`config.mk`:
```
export PLATFORM = sky130hd
export DESIGN_NAME = vectorLoadStoreUnit
export DESIGN_NICKNAME = d
export VERILOG_FILES = /design/src/vectorCpuPkg.sv /design/src/vectorLoadStoreUnit.sv
export SDC_FILE = /design/constraint.sdc
export NUM_CORES = 1
export LEC_CHECK = 0
export ABC_AREA = 1
export BUFFER_PORTS_ARGS = -buffer_cell sky130_fd_sc_hd__buf_2
export CAP_MARGIN = 20
export CORE_AREA = 2 2 457 459
export CTS_CLUSTER_SIZE = 10
export DETAILED_ROUTE_END_ITERATION = 8
export DIE_AREA = 0 0 459 461
export MAX_ROUTING_LAYER = met4
export PLACE_DENSITY = 0.3
export REMOVE_ABC_BUFFERS = 1
export SLEW_MARGIN = 20
export SYNTH_ARGS = -nofsm -noshare
export SYNTH_HDL_FRONTEND = slang
export SYNTH_SLANG_ARGS = --single-unit
```
`constraint.sdc`:
```
create_clock -name clk -period 3.85 [get_ports clk]
set_input_delay 0.77 -clock clk [delete_from_list [all_inputs] [get_ports clk]]
set_output_delay 0.77 -clock clk [all_outputs]
set_load 0.1 [all_outputs]
```
`src/vectorCpuPkg.sv`:
```
// Shared types for the vector core; the lane count is fixed since the instruction encoding assumes it
package vectorCpuPkg;

	localparam int LaneCount = 16;
	localparam int LaneWidth = 16;
	localparam int VectorWidth = LaneCount * LaneWidth;

	// Major opcodes in instr[31:26]
	typedef enum logic [5:0] {
		opRType = 6'h00,
		opJ     = 6'h02,
		opBeq   = 6'h04,
		opAddi  = 6'h08,
		opVType = 6'h1c,
		opLw    = 6'h23,
		opSw    = 6'h2b,
		opVlw   = 6'h33,
		opVsw   = 6'h3b
	} opcodeT;

	// Function field of R and V types, fnAdds only valid for V type
	typedef enum logic [5:0] {
		fnAdd  = 6'h20,
		fnSub  = 6'h22,
		fnAnd  = 6'h24,
		fnOr   = 6'h25,
		fnSlt  = 6'h2a,
		fnAdds = 6'h30
	} functT;

	typedef enum logic [2:0] {
		aluAdd = 3'd0,
		aluSub = 3'd1,
		aluAnd = 3'd2,
		aluOr  = 3'd3,
		aluSlt = 3'd4
	} aluOpT;

	typedef struct packed {
		aluOpT aluOp;
		logic  aluSrc;
		logic  regDst;
		logic  scalarOperand;
		logic  regWrite;
		logic  vRegWrite;
		logic  memRead;
		logic  memWrite;
		logic  vectorAccess;
		logic  memToReg;
	} ctrlExT;

	// One memory line request, address is line aligned
	typedef struct packed {
		logic [31:0]              address;
		logic                     write;
		logic [VectorWidth/8-1:0] byteEnable;
		logic [VectorWidth-1:0]   writeData;
	} memReqT;

	typedef struct packed {
		logic [VectorWidth-1:0] readData;
	} memRespT;

endpackage

```
`src/vectorLoadStoreUnit.sv`:
```
// Memory-stage access unit; one load outstanding at a time, responses must come back in order
`timescale 1ns/1ps

module vectorLoadStoreUnit #(
	parameter int MemCredits = 4
) (
	input  logic                                 clk,
	input  logic                                 reset,
	input  logic                                 memRead,
	input  logic                                 memWrite,
	input  logic                                 vectorAccess,
	input  logic [31:0]                          address,
	input  logic [vectorCpuPkg::LaneWidth-1:0]   scalarData,
	input  logic [vectorCpuPkg::VectorWidth-1:0] vectorData,
	output logic                                 busy,
	output logic [vectorCpuPkg::LaneWidth-1:0]   readHalf,
	output logic [vectorCpuPkg::VectorWidth-1:0] readVector,
	output vectorCpuPkg::memReqT                 memReq,
	output logic                                 reqValid,
	input  logic                                 creditReturn,
	input  vectorCpuPkg::memRespT                memResp,
	input  logic                                 respValid
);
	import vectorCpuPkg::*;

	localparam int CreditWidth = $clog2(MemCredits + 1);
	localparam int LaneIndexWidth = $clog2(LaneCount);
	localparam int LineOffsetWidth = $clog2(VectorWidth / 8);

	typedef enum logic {
		idle,
		waitResp
	} lsuStateT;

	lsuStateT state;
	logic [CreditWidth-1:0] credits;
	logic [LaneIndexWidth-1:0] laneSel;

	// Halfword lane within the line
	assign laneSel = address[LaneIndexWidth:1];

	assign reqValid = (memRead || memWrite) && state == idle && credits != '0;

	// Loads wait for data, stores only for a credit
	assign busy = (memRead && !(state == waitResp && respValid)) ||
		(memWrite && credits == '0);

	always_comb begin
		memReq.address = {address[31:LineOffsetWidth], {LineOffsetWidth{1'b0}}};
		memReq.write = memWrite;
		if (vectorAccess) begin
			memReq.byteEnable = '1;
			memReq.writeData = vectorData;
		end else begin
			memReq.byteEnable = (VectorWidth/8)'(2'b11) << {laneSel, 1'b0};
			memReq.writeData = {LaneCount{scalarData}};
		end
	end

	assign readVector = memResp.readData;
	assign readHalf = memResp.readData[laneSel*LaneWidth +: LaneWidth];

	always_ff @(posedge clk) begin
		if (reset) begin
			state <= idle;
		end else begin
			case (state)
				idle:     if (reqValid && memRead) state <= waitResp;
				waitResp: if (respValid) state <= idle;
				default:  state <= idle;
			endcase
		end
	end

	always_ff @(posedge clk) begin
		if (reset)
			credits <= CreditWidth'(MemCredits);
		else
			credits <= credits - CreditWidth'(reqValid) + CreditWidth'(creditReturn);
	end

endmodule
```
==> out/qor.csv <==
metric,value,unit
status,"complete, no violations",
1st-pass router iterations,7,
syn_area_per_cell,4.75,µm²
number of global-route vias before repair,13582,
RSZ-0062 raised after global routing,false,
CTS Hold Bufs,0,
"Reg clk slew, reported paths",0.03,ns
Async SR Flop Fraction,0,%
fmax,0.286,GHz
leading post-synthesis cells by cell area,"nand2_1 (51%), buf_4 (31%), nand3_1 (6.3%), buf_2 (2.9%), clkbuf_1 (1.7%)",
final hold slack,0.520,ns
H-tree Lvls,1,
Hold Crit Depth,2,
Synth top area share,51.4,%
clk sinks,4,
Skew-Pair Late Insertion Delay,0.22,ns
Final min period,3.49,ns
# Post-CTS Setup Buffers,0,
DR iter-0 viols,1155,
placer's final routability congestion estimate,0.937,
cell taking the most area after synthesis,nand2_1,
Adder-Cell Fraction of Synth Area,0.426,%
CP Capture Type,primary output,
critical path launch point type,primary input,
Final period util,90.7,%
IO Port Bufs,1101,
die width,459,µm
Critical Path RT,3.08,ns
first-pass GRT wire length,226000,µm
main combinational cell family by area after synthesis,simple AND/OR/NAND/NOR gates,
Setup Crit Path Kind,in -> out,
Worst EP arrival,2.72,ns
CTS Buf Count,3,
layout cell share with drive strength beyond 1,49.2,%
Post-Synthesis Cells,1606,
All-Layer GR Usage,18.1,%
cell repeated most along the worst path,nand2_1,
FP Rows,167,
Yosys reg bits,4,
largest net degree at the start of global routing,130,
dpl cells,5054,
die height,461,µm
critical-path cell list,"buf_6, buf_4, buf_4, nand2_1, nand2_1, nand2_1, nand3_1, nand3_1, nand2_1, buf_12",
crit path max fanout,44,
max cap viols,0,
Reg2Reg Setup Slack,1.85,ns
Final Util,8.08,%
XOR/XNOR Fraction of Synth Area,0.115,%
CTS resizes,0,
Leakage,8.92,nW
final cell count without fillers,5216,
clock skew,0.00257,ns
critical path's largest stage delay,0.49,ns
unique cell type count in the Yosys netlist,25,
full die area,212000,µm²
HPWL Detailed,183000,µm
Vias/cell,2.82,
number of antenna violations at the first check in global routing,322,
multiplexer share of the synthesized area,0,%
gr ovfl total,0,
Pwr Density,343,nW/µm²
yosys warns,0,
maximum vdd drop,0.302,mV
endpoints failing setup,0,
Mapped Area,7630,µm²
Post-Synth Simple-Gate Area,58.5,%
"Hold Vio Cnt, Final",0,
area added between synthesis and finish,118,%
Slew headroom,38.0,%
Max clock buf depth,2,
DRT antenna net count,0,
Starting Density,3.70,%
top_reg_cell synth,dfxtp_1,
post-synthesis compound-gate area fraction,1.89,%
fin nets,2924,
vias,14731,
Post-synth EDFFs,0,
slowest CP cell,buf_4,
Slew Limit Fails,0,
final WL,195000,µm
core area,206000,µm²
Tightest Pin Transition,0.936,ns
# DRC,0,
"Seq/Total Area, Yosys",1.05,%
boundary pin count,1162,
Hold Path Class,reg -> reg,
Root Buffer,clkbuf_16,
R2R cell count,10,
CTS tree,built,
Routed WL per cell,37.3,µm
==> layout by cell type (no fill, tap or decap), types with 2 or more instances in the layout <==
cell       netlist  routed
a21oi_1         10      10
buf_12           1     144
buf_2           44     961
buf_4          314      39
clkbuf_16        0       3
conb_1           1       5
dfxtp_1          4       4
diode_2          0     159
inv_1           12       8
inv_2            0       3
nand2_1       1045    1045
nand3_1         96      96
nor2_1           5       5
nor2_4           2       2
o21ai_0         12      12
o21ai_1          4       4
==> layer usage <==
metal	share of wire (%)	up-vias	global-route usage (%)
li1	-	6296	-
met1	40	6865	20.6
met2	40	1356	25.6
met3	20	214	14.6
met4	1.2	0	0.541
met5	0	-	-
==> worst max-delay path, delay by kind of cell <==
kind / cells / cell delay [ns]
AND/OR/NAND/NOR: 6 / 0.57
buffers and inverters: 4 / 1.31
==> synthesized netlist by cell type (2+ instances only) <==
cell type,n
o21ai_1,4
buf_6,10
dfxtp_1,4
buf_1,2
a21oi_1,10
nand3_1,96
nand2_1,1045
buf_4,314
buf_2,44
clkbuf_1,35
nor2_4,2
nor2_1,5
o21ai_0,12
inv_1,12
==> cells by family (layout without fill, tap and decap cells) <==
kind of cell / count (synthesis) / in the layout
and+or+nand+nor: 1151 / 1151
buffers and inverters: 419 / 1162
AOI/OAI and AO/OA: 28 / 28
DFF: 4 / 4
adders and majority gates: 2 / 2
other: 1 / 164
xor gates and xnor gates: 1 / 1
==> state kept, by name, summed over array words and instances, names as in the netlist <==
signal and count:
credits 3, state 1
==> through the flow <==
step / instance area (µm²) / setup WS [ns] / power (mW) / setup TNS [ns]
2_1_floorplan: 4800 / -2.65 / 2.44 / -64.94
3_3_place_gp: 16200 / 0.374 / 5.62 / 0
3_5_place_dp: 16200 / 0.382 / 5.62 / 0
4_1_cts: 16300 / 0.380 / 5.79 / 0
5_1_grt: 16600 / 0.250 / 5.92 / 0
6_report: 16700 / 0.359 / 5.72 / 0
==> where the power goes <==
part           internal, mW  switching (mW)
Clock                 0.133          0.0276
Sequential           0.0555          0.0107
Combinational          1.04            4.45
Total                  1.23            4.49
==> path summary, 6_finish.rpt <==
kind,from,endpoint
max,address[1],readHalf[4]
min,state,state
max reg2reg,credits[1],credits[2]
min reg2reg,state,state
==> cell type report <==
class,instances,area [µm²]
sequential,4,80.1
inverter,13,56.3
fill,24640,190000
tap,2704,3380
antenna,159,398
multi-input combinational,1187,4670
timing repair buffer,1146,8010
clock buffer,3,75.1
No activity file was read; power rests on OpenSTA's default activity.
