--- src/vectorCpuPkg.sv ---
// Shared types for the vector core; the lane count is fixed since the instruction encoding assumes it
package vectorCpuPkg;

	localparam int LaneCount = 16;
	localparam int LaneWidth = 16;
	localparam int VectorWidth = LaneCount * LaneWidth;

	// Major opcodes in instr[31:26]
	typedef enum logic [5:0] {
		opRType = 6'h00,
		opJ     = 6'h02,
		opBeq   = 6'h04,
		opAddi  = 6'h08,
		opVType = 6'h1c,
		opLw    = 6'h23,
		opSw    = 6'h2b,
		opVlw   = 6'h33,
		opVsw   = 6'h3b
	} opcodeT;

	// Function field of R and V types, fnAdds only valid for V type
	typedef enum logic [5:0] {
		fnAdd  = 6'h20,
		fnSub  = 6'h22,
		fnAnd  = 6'h24,
		fnOr   = 6'h25,
		fnSlt  = 6'h2a,
		fnAdds = 6'h30
	} functT;

	typedef enum logic [2:0] {
		aluAdd = 3'd0,
		aluSub = 3'd1,
		aluAnd = 3'd2,
		aluOr  = 3'd3,
		aluSlt = 3'd4
	} aluOpT;

	typedef struct packed {
		aluOpT aluOp;
		logic  aluSrc;
		logic  regDst;
		logic  scalarOperand;
		logic  regWrite;
		logic  vRegWrite;
		logic  memRead;
		logic  memWrite;
		logic  vectorAccess;
		logic  memToReg;
	} ctrlExT;

	// One memory line request, address is line aligned
	typedef struct packed {
		logic [31:0]              address;
		logic                     write;
		logic [VectorWidth/8-1:0] byteEnable;
		logic [VectorWidth-1:0]   writeData;
	} memReqT;

	typedef struct packed {
		logic [VectorWidth-1:0] readData;
	} memRespT;

endpackage

--- src/controller.sv ---
// Main decoder and control pipe; unknown opcodes decode to a bubble that writes nothing
`timescale 1ns/1ps

module controller (
	input  logic                 clk,
	input  logic                 reset,
	input  logic [5:0]           opD,
	input  logic [5:0]           functD,
	input  logic                 equalD,
	input  logic                 stallE,
	input  logic                 flushE,
	input  logic                 stallM,
	output logic                 pcSrcD,
	output logic                 jumpD,
	output logic                 branchD,
	output vectorCpuPkg::ctrlExT ctrlE,
	output vectorCpuPkg::ctrlExT ctrlM,
	output vectorCpuPkg::ctrlExT ctrlW
);
	import vectorCpuPkg::*;

	ctrlExT ctrlD;
	aluOpT functOp;

	always_comb begin
		case (functT'(functD))
			fnSub:   functOp = aluSub;
			fnAnd:   functOp = aluAnd;
			fnOr:    functOp = aluOr;
			fnSlt:   functOp = aluSlt;
			default: functOp = aluAdd;
		endcase
	end

	always_comb begin
		ctrlD = '0;
		branchD = 1'b0;
		jumpD = 1'b0;
		case (opcodeT'(opD))
			opRType: begin
				ctrlD.aluOp = functOp;
				ctrlD.regDst = 1'b1;
				ctrlD.regWrite = 1'b1;
			end
			opVType: begin
				ctrlD.aluOp = functOp;
				ctrlD.regDst = 1'b1;
				ctrlD.vRegWrite = 1'b1;
				// vadds takes its second operand from scalar rt
				ctrlD.scalarOperand = (functT'(functD) == fnAdds);
			end
			opAddi: begin
				ctrlD.aluSrc = 1'b1;
				ctrlD.regWrite = 1'b1;
			end
			opLw: begin
				ctrlD.aluSrc = 1'b1;
				ctrlD.regWrite = 1'b1;
				ctrlD.memRead = 1'b1;
				ctrlD.memToReg = 1'b1;
			end
			opSw: begin
				ctrlD.aluSrc = 1'b1;
				ctrlD.memWrite = 1'b1;
			end
			opVlw: begin
				ctrlD.aluSrc = 1'b1;
				ctrlD.vRegWrite = 1'b1;
				ctrlD.memRead = 1'b1;
				ctrlD.memToReg = 1'b1;
				ctrlD.vectorAccess = 1'b1;
			end
			opVsw: begin
				ctrlD.aluSrc = 1'b1;
				ctrlD.memWrite = 1'b1;
				ctrlD.vectorAccess = 1'b1;
			end
			opBeq:   branchD = 1'b1;
			opJ:     jumpD = 1'b1;
			default: ;
		endcase
	end

	assign pcSrcD = branchD & equalD;

	always_ff @(posedge clk) begin
		if (reset || flushE)
			ctrlE <= '0;
		else if (!stallE)
			ctrlE <= ctrlD;
	end

	always_ff @(posedge clk) begin
		if (reset)
			ctrlM <= '0;
		else if (!stallM)
			ctrlM <= ctrlE;
	end

	// Bubble into Writeback while Memory waits
	always_ff @(posedge clk) begin
		if (reset || stallM)
			ctrlW <= '0;
		else
			ctrlW <= ctrlM;
	end

endmodule

--- config.mk ---
export PLATFORM = sky130hd
export DESIGN_NAME = controller
export DESIGN_NICKNAME = d
export VERILOG_FILES = /design/src/vectorCpuPkg.sv /design/src/controller.sv
export SDC_FILE = /design/constraint.sdc
export NUM_CORES = 1
export LEC_CHECK = 0
export ABC_AREA = 1
export BUFFER_PORTS_ARGS = -buffer_cell sky130_fd_sc_hd__clkbuf_2
export CORE_ASPECT_RATIO = 0.5
export CORE_MARGIN = 3
export CORE_UTILIZATION = 41
export DETAILED_ROUTE_END_ITERATION = 8
export PLACE_DENSITY = 0.84
export SKIP_CTS_REPAIR_TIMING = 1
export SYNTH_ARGS = -nofsm -noshare
export SYNTH_HDL_FRONTEND = slang
export SYNTH_SLANG_ARGS = --single-unit
--- constraint.sdc ---
create_clock -name clk -period 0.8 [get_ports clk]
set_input_delay 0.04 -clock clk [delete_from_list [all_inputs] [get_ports clk]]
set_output_delay 0.04 -clock clk [all_outputs]
set_load 0.005 [all_outputs]
==> results.tsv <==
stage	metric	value	unit
run_status	status	finished, violations left	
run_status	failed_checks	setup timing	
place	io_buffers	56	
drt	drc	0	
sta	fmax	1218	MHz
synthesis	synth_compound_area_share	14.06	%
synthesis	synth_top_family_by_area	simple AND/OR/NAND/NOR gates	
pwr	fin_total_pwr	3241	µW
finish	antennaDiodeCount	0	
worst_setup_path	cpMaxStageDelayCell	nor3_2	
worst_setup_path	critPathBufInv	2	
synthesis	ys_warn_count	0	
floorplan	die_area	0.003971	mm²
sta	layout_min_cycle_time	821.1	ps
sta	min_period_over_period	102.6	%
drt	drt-pass1-iter-count	4	
finish	final_cells	281	
floorplan	placementRows	13	
sta	finalHoldWorstSlack	79.07	ps
worst_setup_path	cp_max_fo	4	
synthesis	synth.mux.area_fraction	0	%
place	gp_congestion	0.7708	
sta	maxSlewViolCount	0	
floorplan	io_pins	57	
finish	synthToLayoutAreaGrowth	41.12	%
worst_setup_path	cpPeakStageDelay	170	ps
finish	final_nets	263	
global_routing	grt_pass1_vias	1126	
clock_network	clock_path_buffers	2	
worst_setup_path	startpoint_type	input port	
sta	setup_ws	-21.14	ps
floorplan	die_h	46.09	µm
sta	clock_skew	2.296	ps
pwr	p_leak	0.0009107	µW
clock_network	cts_num_sinks	33	
synthesis	synth_cell_types	24	
drt	wirelength	3249	µm
synthesis	synth_area_per_cell	7.572	µm²
finish	final_util	66.07	%
sta	setup_viol	1	
synthesis	synth_cells	174	
global_routing	grt.overflow.total	0	
sta	tightest_slew	365.0	ps
place	place_inst	268	
finish	layout-drive-gt1-share	43.85	%
clock_network	clk_pin_slew	60	ps
synthesis	synthAdderAreaFrac	0	%
sta	rsz0062_at_grt	yes	
floorplan	coreArea	0.002814	mm²
drt	post_drt_wl_per_cell	11.56	µm
sta	hold_violations	0	
worst_setup_path	endpoint_kind	output pin	
synthesis	syn_nets	192	
synthesis	syn_area	0.001318	mm²
drt	dr_total_vias	1312	
floorplan	die_w	86.17	µm
pwr	powerDensity	1743	mW/mm²
global_routing	grt_antenna_before_repair	0	
worst_setup_path	arrival	780	ps
drt	ant_nets	0	
synthesis	synthXorXnorAreaFrac	0	%
run	maxCapViolations	0	
floorplan	initial_core_util	46.82	%
clock_network	htreeDepth	2	
worst_setup_path	worstPathRequired	760	ps
synthesis	synth_seq_cells	33	
synthesis	ys_seq_area_share	50.14	%
min_path	hold_class	in -> reg	
worst_setup_path	worstPathCellList	buf_8 > nor2_4 > nand2_2 > nor3_2 > and2_1 > clkbuf_2	
global_routing	grtUsageTotal	15.99	%
clock_network	cts_tree	yes	
clock_network	cts_root_buf	clkbuf_8	
global_routing	grt_pass1_wl	4823	µm
drt	drt-initial-drc-count	29	
drt	viasPerCell	4.669	
pwr	vdd_drop_max	1.046	mV
place	post_dp_cell_area	0.001675	mm²
clock_network	clkLatencyLatePin	270	ps
sta	max_slew_margin	75.66	%
clock_network	cts_inserted_buffers	5	
global_routing	grt_max_degree	14	
worst_setup_path	path_delay_family	simple AND/OR/NAND/NOR gates	
synthesis	synth-simple-area-share	24.41	%
finish	post-route-cell-area	0.001859	mm²
worst_setup_path	crit_type	in -> out	
place	dpl.hpwl	2358	µm
==> Yosys cell counts <==
cell,number,area [µm²]
nand4_1,1,6.260
nor2_2,1,6.260
a21oi_2,1,8.760
nand2b_1,1,6.260
nor2_4,1,11.26
a21oi_1,19,95.09
inv_1,23,86.33
and2_1,1,6.260
inv_2,4,15.01
nand2_1,16,60.06
or2_1,1,6.260
clkbuf_1,1,3.750
buf_2,3,15.01
nand3_2,2,20.02
dfxtp_1,33,660.6
nand3_1,13,65.06
nor2_1,30,112.6
nand2_2,1,6.260
a31oi_1,1,6.260
nor3_1,1,5.000
buf_4,4,30.03
nor3_2,1,10.01
o21ai_1,14,70.07
o21ai_0,1,5.000
==> sequential cells by signal, summed over array words and instances, names as in the netlist <==
| name | count |
|---|---|
| ctrlE | 11 |
| ctrlM | 11 |
| ctrlW | 11 |
==> worst paths after layout <==
path | from | to | slack (ps) | depth (start not counted)
min reg2reg | ctrlM[1] | ctrlW[1] | 450 | 2
max reg2reg | ctrlE[9] | ctrlM[9] | 80 | 3
max | opD[4] | pcSrcD | -20 | 6
min | flushE | ctrlE[2] | 80 | 4
==> per-layer routing <==
metal | track usage, % | vias up | share of wire [%]
li1 | - | 695 | -
met1 | 19.67 | 569 | 44
met2 | 26.34 | 41 | 47
met3 | 4.643 | 7 | 6.7
met4 | 7.886 | 0 | 2.6
met5 | 0 | - | 0
==> cell usage in the layout (no fill, tap or decap), types with 5 or more instances in the layout <==
cell and instances:
dfxtp_1 16, o21ai_1 14, clkbuf_2 52, dfxtp_2 17, clkbuf_8 5, inv_1 23
buf_4 15, nor2_1 30, a21oi_1 19, nand2_1 15, nand3_1 13
==> logic make-up after synthesis <==
logic type,count (synthesis)
simple gates,70
compound gates,36
buf+inv,35
flops,33
==> worst register-to-register path, delay by kind of cell (launching register included) <==
family	cells	cell delay [ps]
AO/OA/AOI/OAI	2	160
flip-flops	1	330
buffers and inverters	1	120
==> power by group <==
part / total (µW) / switching (µW) / internal, µW
combinational: 405 / 218 / 187
sequential: 1720 / 24.9 / 1700
clock: 1110 / 541 / 571
==> per-stage QoR <==
step	setup WS (ps)	TNS (ps)
final	-21.14	-21.14
after global routing	-113.7	-188.8
after CTS	-33.64	-177.9
after detailed placement	-31.95	-213.8
after global placement	-13.12	-13.12
after floorplan	160.5	0
==> layout make-up <==
type	instances	area, µm²
fillers	246	954.7
inverters	27	101.3
repair buffers	72	441.7
clock buffers	5	68.82
flip-flops and latches	33	681.9
multi-input cells	106	514.2
clock inverters	1	5.005
well taps	37	46.29
(Power assumes the default switching activity.)
