<file path="src/vectorCpuPkg.sv">
// Shared types for the vector core; the lane count is fixed since the instruction encoding assumes it
package vectorCpuPkg;

	localparam int LaneCount = 16;
	localparam int LaneWidth = 16;
	localparam int VectorWidth = LaneCount * LaneWidth;

	// Major opcodes in instr[31:26]
	typedef enum logic [5:0] {
		opRType = 6'h00,
		opJ     = 6'h02,
		opBeq   = 6'h04,
		opAddi  = 6'h08,
		opVType = 6'h1c,
		opLw    = 6'h23,
		opSw    = 6'h2b,
		opVlw   = 6'h33,
		opVsw   = 6'h3b
	} opcodeT;

	// Function field of R and V types, fnAdds only valid for V type
	typedef enum logic [5:0] {
		fnAdd  = 6'h20,
		fnSub  = 6'h22,
		fnAnd  = 6'h24,
		fnOr   = 6'h25,
		fnSlt  = 6'h2a,
		fnAdds = 6'h30
	} functT;

	typedef enum logic [2:0] {
		aluAdd = 3'd0,
		aluSub = 3'd1,
		aluAnd = 3'd2,
		aluOr  = 3'd3,
		aluSlt = 3'd4
	} aluOpT;

	typedef struct packed {
		aluOpT aluOp;
		logic  aluSrc;
		logic  regDst;
		logic  scalarOperand;
		logic  regWrite;
		logic  vRegWrite;
		logic  memRead;
		logic  memWrite;
		logic  vectorAccess;
		logic  memToReg;
	} ctrlExT;

	// One memory line request, address is line aligned
	typedef struct packed {
		logic [31:0]              address;
		logic                     write;
		logic [VectorWidth/8-1:0] byteEnable;
		logic [VectorWidth-1:0]   writeData;
	} memReqT;

	typedef struct packed {
		logic [VectorWidth-1:0] readData;
	} memRespT;

endpackage

</file>
<file path="src/hazardUnit.sv">
// Forwarding and stall control; load-use detection compares register numbers across both files
`timescale 1ns/1ps

module hazardUnit (
	input  logic [4:0]           rsD,
	input  logic [4:0]           rtD,
	input  logic [4:0]           rsE,
	input  logic [4:0]           rtE,
	input  logic [4:0]           writeRegE,
	input  logic [4:0]           writeRegM,
	input  logic [4:0]           writeRegW,
	input  vectorCpuPkg::ctrlExT ctrlE,
	input  vectorCpuPkg::ctrlExT ctrlM,
	input  vectorCpuPkg::ctrlExT ctrlW,
	input  logic                 branchD,
	input  logic                 busy,
	output logic                 forwardAD,
	output logic                 forwardBD,
	output logic [1:0]           forwardAE,
	output logic [1:0]           forwardBE,
	output logic [1:0]           vForwardAE,
	output logic [1:0]           vForwardBE,
	output logic                 stallF,
	output logic                 stallD,
	output logic                 stallE,
	output logic                 stallM,
	output logic                 flushE
);

	logic scalarWriteM;
	logic vectorWriteM;
	logic lwStall;
	logic branchStall;

	// 2'b10 from Memory, 2'b01 from Writeback
	function automatic logic [1:0] forwardSel(input logic [4:0] src, input logic writeM,
			input logic [4:0] regM, input logic writeW, input logic [4:0] regW);
		if (src != 5'd0 && writeM && src == regM)
			return 2'b10;
		else if (src != 5'd0 && writeW && src == regW)
			return 2'b01;
		return 2'b00;
	endfunction

	// A load in Memory only holds its address
	assign scalarWriteM = ctrlM.regWrite && !ctrlM.memToReg;
	assign vectorWriteM = ctrlM.vRegWrite && !ctrlM.memToReg;

	assign forwardAE = forwardSel(rsE, scalarWriteM, writeRegM, ctrlW.regWrite, writeRegW);
	assign forwardBE = forwardSel(rtE, scalarWriteM, writeRegM, ctrlW.regWrite, writeRegW);
	assign vForwardAE = forwardSel(rsE, vectorWriteM, writeRegM, ctrlW.vRegWrite, writeRegW);
	assign vForwardBE = forwardSel(rtE, vectorWriteM, writeRegM, ctrlW.vRegWrite, writeRegW);

	assign forwardAD = rsD != 5'd0 && rsD == writeRegM && scalarWriteM;
	assign forwardBD = rtD != 5'd0 && rtD == writeRegM && scalarWriteM;

	assign lwStall = ctrlE.memToReg && (writeRegE == rsD || writeRegE == rtD);
	assign branchStall = branchD &&
		((ctrlE.regWrite && (writeRegE == rsD || writeRegE == rtD)) ||
		(ctrlM.regWrite && ctrlM.memToReg && (writeRegM == rsD || writeRegM == rtD)));

	assign stallD = lwStall || branchStall || busy;
	assign stallF = stallD;
	assign stallE = busy;
	assign stallM = busy;
	assign flushE = (lwStall || branchStall) && !busy;

endmodule

</file>
<file path="config.mk">
export PLATFORM = sky130hd
export DESIGN_NAME = hazardUnit
export DESIGN_NICKNAME = d
export VERILOG_FILES = /design/src/vectorCpuPkg.sv /design/src/hazardUnit.sv
export SDC_FILE = /design/constraint.sdc
export NUM_CORES = 1
export LEC_CHECK = 0
export ABC_AREA = 1
export BUFFER_PORTS_ARGS = -buffer_cell sky130_fd_sc_hd__clkbuf_2
export CELL_PAD_IN_SITES_DETAIL_PLACEMENT = 0
export CELL_PAD_IN_SITES_GLOBAL_PLACEMENT = 1
export CORE_MARGIN = 8
export CORE_UTILIZATION = 19
export DETAILED_ROUTE_END_ITERATION = 10
export GPL_ROUTABILITY_DRIVEN = 0
export MAX_ROUTING_LAYER = met4
export PLACE_DENSITY_LB_ADDON = 0.1
export SYNTH_ARGS = -nofsm -noshare
export SYNTH_HDL_FRONTEND = slang
export SYNTH_SLANG_ARGS = --single-unit
</file>
<file path="constraint.sdc">
create_clock -name vclk -period 1.3
set_clock_uncertainty 0.1 [all_clocks]
set_input_delay 0.26 -clock vclk [all_inputs]
set_output_delay 0.26 -clock vclk [all_outputs]
set_load 0.03 [all_outputs]
</file>
==> metrics.txt, run 1 <==
required time reported for the critical path endpoint=0.94 ns; worst voltage drop across the vdd grid=0.132 mV; largest net degree at the start of global routing=8; total global routing track utilization=0.0984; most used cells in the layout excluding fill and tap cells=nand2_1, buf_4, clkbuf_2; number of iterations in the first detailed-routing pass=4; Net Sw Power=0.000272 W; kind of start point of the critical path=input pin; aggregate global routing overflow=0; maxcap violations=0; count of antenna-violating nets left after detailed routing=0; clk_buf instances=0; number of top-level pins=88; post-detailed-routing wire length=3410 um; Worst Hold Launch=busy; delay of the slowest cell on the worst path=around 0.21 ns; number of antenna diodes=0; DRC violation count after routing=0; setup repair after global routing missed its margin=yes; layout cells sized above 1=0.621; violations in the final reports=negative setup slack; Final nets=302; Iter 0 DRT Violations=26; post-cts hold buffer count=0; Buffers on Ports=59; sequential area share after synthesis=0; CP max FO=7; Clock power frac=0; basic-gate share of the synthesized area counting and, or, nand and nor cells=0.537; combinational family with the most area after synthesis=simple AND/OR/NAND/NOR gates; total of warnings raised by yosys=0; Core ar.=~4300 um^2; series of cell instances along the critical path=clkbuf_16, clkinv_8, nand2_4, nand2_2, a21oi_2, nand3_2, nor3_4, nor2_2, clkbuf_8; die extent in x=81.7 um; area growth from synthesis to final layout=128%; post-synthesis cell area=821 um^2; measured slew at the worst slew-check pin=between 0.2 and 0.25 ns; path type of the worst min-delay path=input pin to output pin; Final Slew Violations=0; period utilization=1.25; vias in the first global route=1189; Max-Slew Margin vs Limit=0.851; fraction of the mapped netlist area in compound gates=0.0701; global-route wire length before repair=5260 um; run status=finished with violations; final critical-path required period=1.62 ns; Detailed Place HPWL=2870 um; register area=0 um^2; die outline area=6680 um^2; crit path capture=forwardAE[0]; kind of critical path=input pin to output pin; number of antenna violations at the first check in global routing=0; PwrDens=294 nW/um^2; Post-Synth Adder-Cell Area=0; worst slack after detailed placement=-0.448 ns; number of flip-flops and latches=0; maximum operating frequency=618 MHz; final number of setup-violating endpoints=13; share of the synthesized netlist area taken by xor and xnor gates=0.235; timing startpoint of the critical path=writeRegM[0]; critical path capture point type=output pin; count of standard-cell rows=24; number of unique standard cell types used by synthesis=24; synthesized area per cell=5.16 um^2; switching portion of total power=0.493; most frequent standard cell in the layout excluding fill and tap cells=nand2_1; via count=1194; internal power=0.000280 W; highest-delay cell along the critical path=nor3_4; Seq pwr share=0; Static Leakage=around 0.9 nW; initial core utilization=0.192; post-synth net total=~230; Die Ht=81.7 um; mux cell area share after synthesis=0; Worst Path Arrival=1.26 ns; proportion of power drawn by combinational gates=1.000; worst setup margin=-0.319 ns; Vias/cell=4.28; routed wire length per instance=about 12 um; Post-Synthesis Cells=159; fin util=0.440; final-report hold violation count=0; hold-critical path depth=2
[per-stage QoR]
step / instances / setup TNS, ns / instance area (um^2) / hold WS, ns / total power (W)
after detailed placement: 275 / -4.82 / 1280 / 0.713 / 0.000383
after global placement: 275 / -4.77 / 1280 / 0.710 / 0.000378
after floorplan: 159 / -2.14 / 902 / 0.477 / 0.000226
after CTS: 277 / -3.55 / 1630 / 0.714 / 0.000474
after global routing: 279 / -4.08 / 1870 / 0.723 / 0.000600
final: 279 / -3.32 / 1870 / 0.712 / 0.000551
[worst min-delay path by stage]
stage,slack [ns],to
final,0.71,stallE
after global routing,0.72,stallE
after CTS,0.71,stallE
after detailed placement,0.71,stallE
after global placement,0.71,stallM
after floorplan,0.48,flushE
[synthesized netlist by cell type (2+ instances only)]
master,instances,area share
a211oi_1,2,0.018
a21oi_2,2,0.021
buf_2,2,0.012
buf_4,3,0.027
inv_1,19,0.087
inv_2,7,0.032
nand2_1,54,0.25
nand2_2,2,0.015
nand3_1,4,0.024
nand3_2,3,0.037
nor2_1,23,0.11
nor2_2,2,0.015
nor3_1,2,0.012
nor3_2,2,0.024
nor4_1,2,0.015
o22ai_1,2,0.015
xnor2_1,12,0.13
xor2_1,10,0.11
[critical path, delay by kind of cell]
kind / cells / cell delay, ns
buf+inv: 3 / 0.35
compound gates: 1 / 0.13
simple gates: 5 / 0.52
[per-layer routing]
| metal | routed length (um) | up-vias | GRT usage |
|---|---|---|---|
| met1 | 1370 | 542 | 0.113 |
| met4 | 15 | 0 | 0 |
| met3 | 198 | 2 | 0.0142 |
| met2 | 1820 | 33 | 0.185 |
| met5 | 0 | - | - |
| li1 | - | 617 | - |
[power by group through the flow]
stage / Combinational, W / Sequential, W / Clock, W
2_1_floorplan: 0.000226 / 0 / 0
4_1_cts: 0.000474 / 0 / 0
3_3_place_gp: 0.000378 / 0 / 0
3_5_place_dp: 0.000383 / 0 / 0
5_1_grt: 0.000600 / 0 / 0
6_report: 0.000551 / 0 / 0
[cells by family (layout without fill, tap and decap cells)]
group	count (synthesis)	in the layout
buffers and inverters	31	99
AO/OA/AOI/OAI	8	8
XOR/XNOR	22	22
AND/OR/NAND/NOR	98	98
[timing repair]
item                       CTS  global route
pin swaps                   32            36
buffers inserted             2             2
setup endpoints to repair   13            13
resized for setup           69            89
hold endpoints to repair     0             0
[cell type report]
class	count	area, um^2
fill	467	2390
inverter	26	125
timing repair buffer	73	744
tap	52	65.1
multi-input combinational	128	940
No activity file was read; power rests on OpenSTA's default activity.
==> run 2: changes to the inputs <==
--- a/config.mk
+++ b/config.mk
@@ -5,12 +5,11 @@
 export SDC_FILE = /design/constraint.sdc
 export NUM_CORES = 1
 export LEC_CHECK = 0
-export ABC_AREA = 1
 export BUFFER_PORTS_ARGS = -buffer_cell sky130_fd_sc_hd__clkbuf_2
 export CELL_PAD_IN_SITES_DETAIL_PLACEMENT = 0
 export CELL_PAD_IN_SITES_GLOBAL_PLACEMENT = 1
 export CORE_MARGIN = 8
-export CORE_UTILIZATION = 19
+export CORE_UTILIZATION = 17
 export DETAILED_ROUTE_END_ITERATION = 10
 export GPL_ROUTABILITY_DRIVEN = 0
 export MAX_ROUTING_LAYER = met4
==> run 2 against run 1 <==
  * The flow still finishes with violations (negative setup slack)
  * Highest routed layer is now met3
  * Critical path type unchanged
  * Die area shrank 8.7%
  * First-iteration DRC count shrank 58%
  * Area after synthesis shrank 20%
  * Routed wire length shrank 1.6%
==> metrics.txt, run 2 <==
run status=finished with violations; violations in the final reports=negative setup slack; register area=0 um^2; post-cts hold buffer count=0; setup repair after global routing missed its margin=yes; path type of the worst min-delay path=input pin to output pin; period utilization=1.39; mux cell area share after synthesis=0; Area contributors post-synth=xor2_1, nor3_1, xnor2_1, nor2_1, and3_1; series of cell instances along the critical path=buf_8, or4_4, nor2_4, nor4_4, and3_4, buf_8; vias in the first global route=1192; most repeated cell in the gate-level netlist after synthesis=xor2_1; number of antenna diodes=0; Die Ht=78.1 um; internal power=0.000259 W; die outline area=a little over 6000 um^2; post-layout instance area=~1600 um^2; count of antenna-violating nets left after detailed routing=0; number of top-level pins=88; top cells by count, synth=xor2_1, nor2_1, nor3_1; Static Leakage=0.736 nW; sequential area share after synthesis=0; aggregate global routing overflow=0; total global routing track utilization=0.106; required time reported for the critical path endpoint=around 0.94 ns; Worst Path Arrival=1.45 ns; initial core utilization=0.178; post-synth top area cell=xor2_1; kind of critical path=input pin to output pin; final number of setup-violating endpoints=13; number of antenna violations at the first check in global routing=0; area growth from synthesis to final layout=151%; Final Slew Violations=0; Core ar.=3690 um^2; clk_buf instances=0; fraction of the mapped netlist area in compound gates=0.0744; post-synth net total=roughly 170; routed wire length per instance=15.0 um; PwrDens=302 nW/um^2; share of the synthesized netlist area taken by xor and xnor gates=0.534; final-report hold violation count=0; die extent in x=about 78 um; Vias/cell=4.37; Final nets=250; post-detailed-routing wire length=between 3000 and 4000 um; basic-gate share of the synthesized area counting and, or, nand and nor cells=0.357; number of unique standard cell types used by synthesis=21; maximum operating frequency=554 MHz; Detailed Place HPWL=2770 um; global-route wire length before repair=5460 um; worst slack after detailed placement=-0.660 ns; Net Sw Power=0.000237 W; number of flip-flops and latches=0; worst setup margin=-0.506 ns; DRC violation count after routing=0; Post-Synthesis Cells=93; kind of start point of the critical path=input pin; most used cells in the layout excluding fill and tap cells=clkbuf_2, xor2_1, buf_4; final critical-path required period=between 1.5 and 2 ns; Critical Path Most Common Cell=buf_8; worst voltage drop across the vdd grid=0.128 mV; Clock power frac=0; proportion of power drawn by combinational gates=1.000; Max-Slew Margin vs Limit=0.801; via count=974; switching portion of total power=0.478; Iter 0 DRT Violations=11; CP max FO=3; largest net degree at the start of global routing=7; count of standard-cell rows=22; Buffers on Ports=59; layout cells sized above 1=0.686; maxcap violations=0; standard cell area after detailed placement=about 1200 um^2; synthesized area per cell=approximately 7 um^2; highest-delay cell along the critical path=or4_4; post-synthesis cell area=656 um^2; combinational family with the most area after synthesis=XOR/XNOR gates; total of warnings raised by yosys=0; critical path capture point type=output pin; Seq pwr share=0; Post-Synth Adder-Cell Area=0; PnR Total Power=slightly below 0.0005 W; number of iterations in the first detailed-routing pass=2; most frequent standard cell in the layout excluding fill and tap cells=clkbuf_2; measured slew at the worst slew-check pin=0.296 ns; share of the synthesized area in the top cell type=0.468; delay of the slowest cell on the worst path=0.53 ns
## run 2: path summary, 6_finish.rpt
kind	cells after the start	slack (ns)	start	end
worst min-delay path	2	0.71	busy	stallM
worst max-delay path	6	-0.51	rsE[1]	vForwardAE[0]
## run 2: worst max-delay path: cells and delay by family
family	cells	cell delay (ns)
buffers and inverters	2	0.23
and+or+nand+nor	4	0.96
## run 2: power by group through the flow
stage | sequential, W | combinational, W | clock, W
finish | 0 | 0.000496 | 0
global route | 0 | 0.000537 | 0
CTS | 0 | 0.000450 | 0
detailed placement | 0 | 0.000381 | 0
global placement | 0 | 0.000373 | 0
floorplan | 0 | 0.000176 | 0
## run 2: cell type report
type / instances / area (um^2)
fill: 384 / 2040
timing repair buffer: 85 / 744
tap: 48 / 60.1
multi-input combinational: 90 / 840
## run 2: kinds of logic after synthesis
| logic type | after synthesis |
|---|---|
| xor gates and xnor gates | 40 |
| AOI/OAI and AO/OA | 7 |
| and+or+nand+nor | 43 |
| buffers and inverters | 3 |
## run 2: routing by layer
| metal | track usage | share of wire |
|---|---|---|
| met4 | 0 | 0 |
| met3 | 0.0205 | 0.066 |
| met1 | 0.116 | 0.41 |
| met5 | - | 0 |
| met2 | 0.204 | 0.52 |
## run 2: through the flow
step | hold slack [ns] | util | setup TNS (ns) | cells
global route | 0.729 | 0.446 | -6.00 | 223
global placement | 0.707 | 0.337 | -7.06 | 221
detailed placement | 0.705 | 0.337 | -7.31 | 221
finish | 0.705 | 0.446 | -5.47 | 223
CTS | 0.706 | 0.408 | -5.67 | 222
floorplan | 0.488 | - | -2.59 | 93
## run 2: timing repair
action	4_1_cts	5_1_grt
setup endpoints to repair	13	13
pin swaps	18	21
resized for setup	49	46
setup buffers	1	1
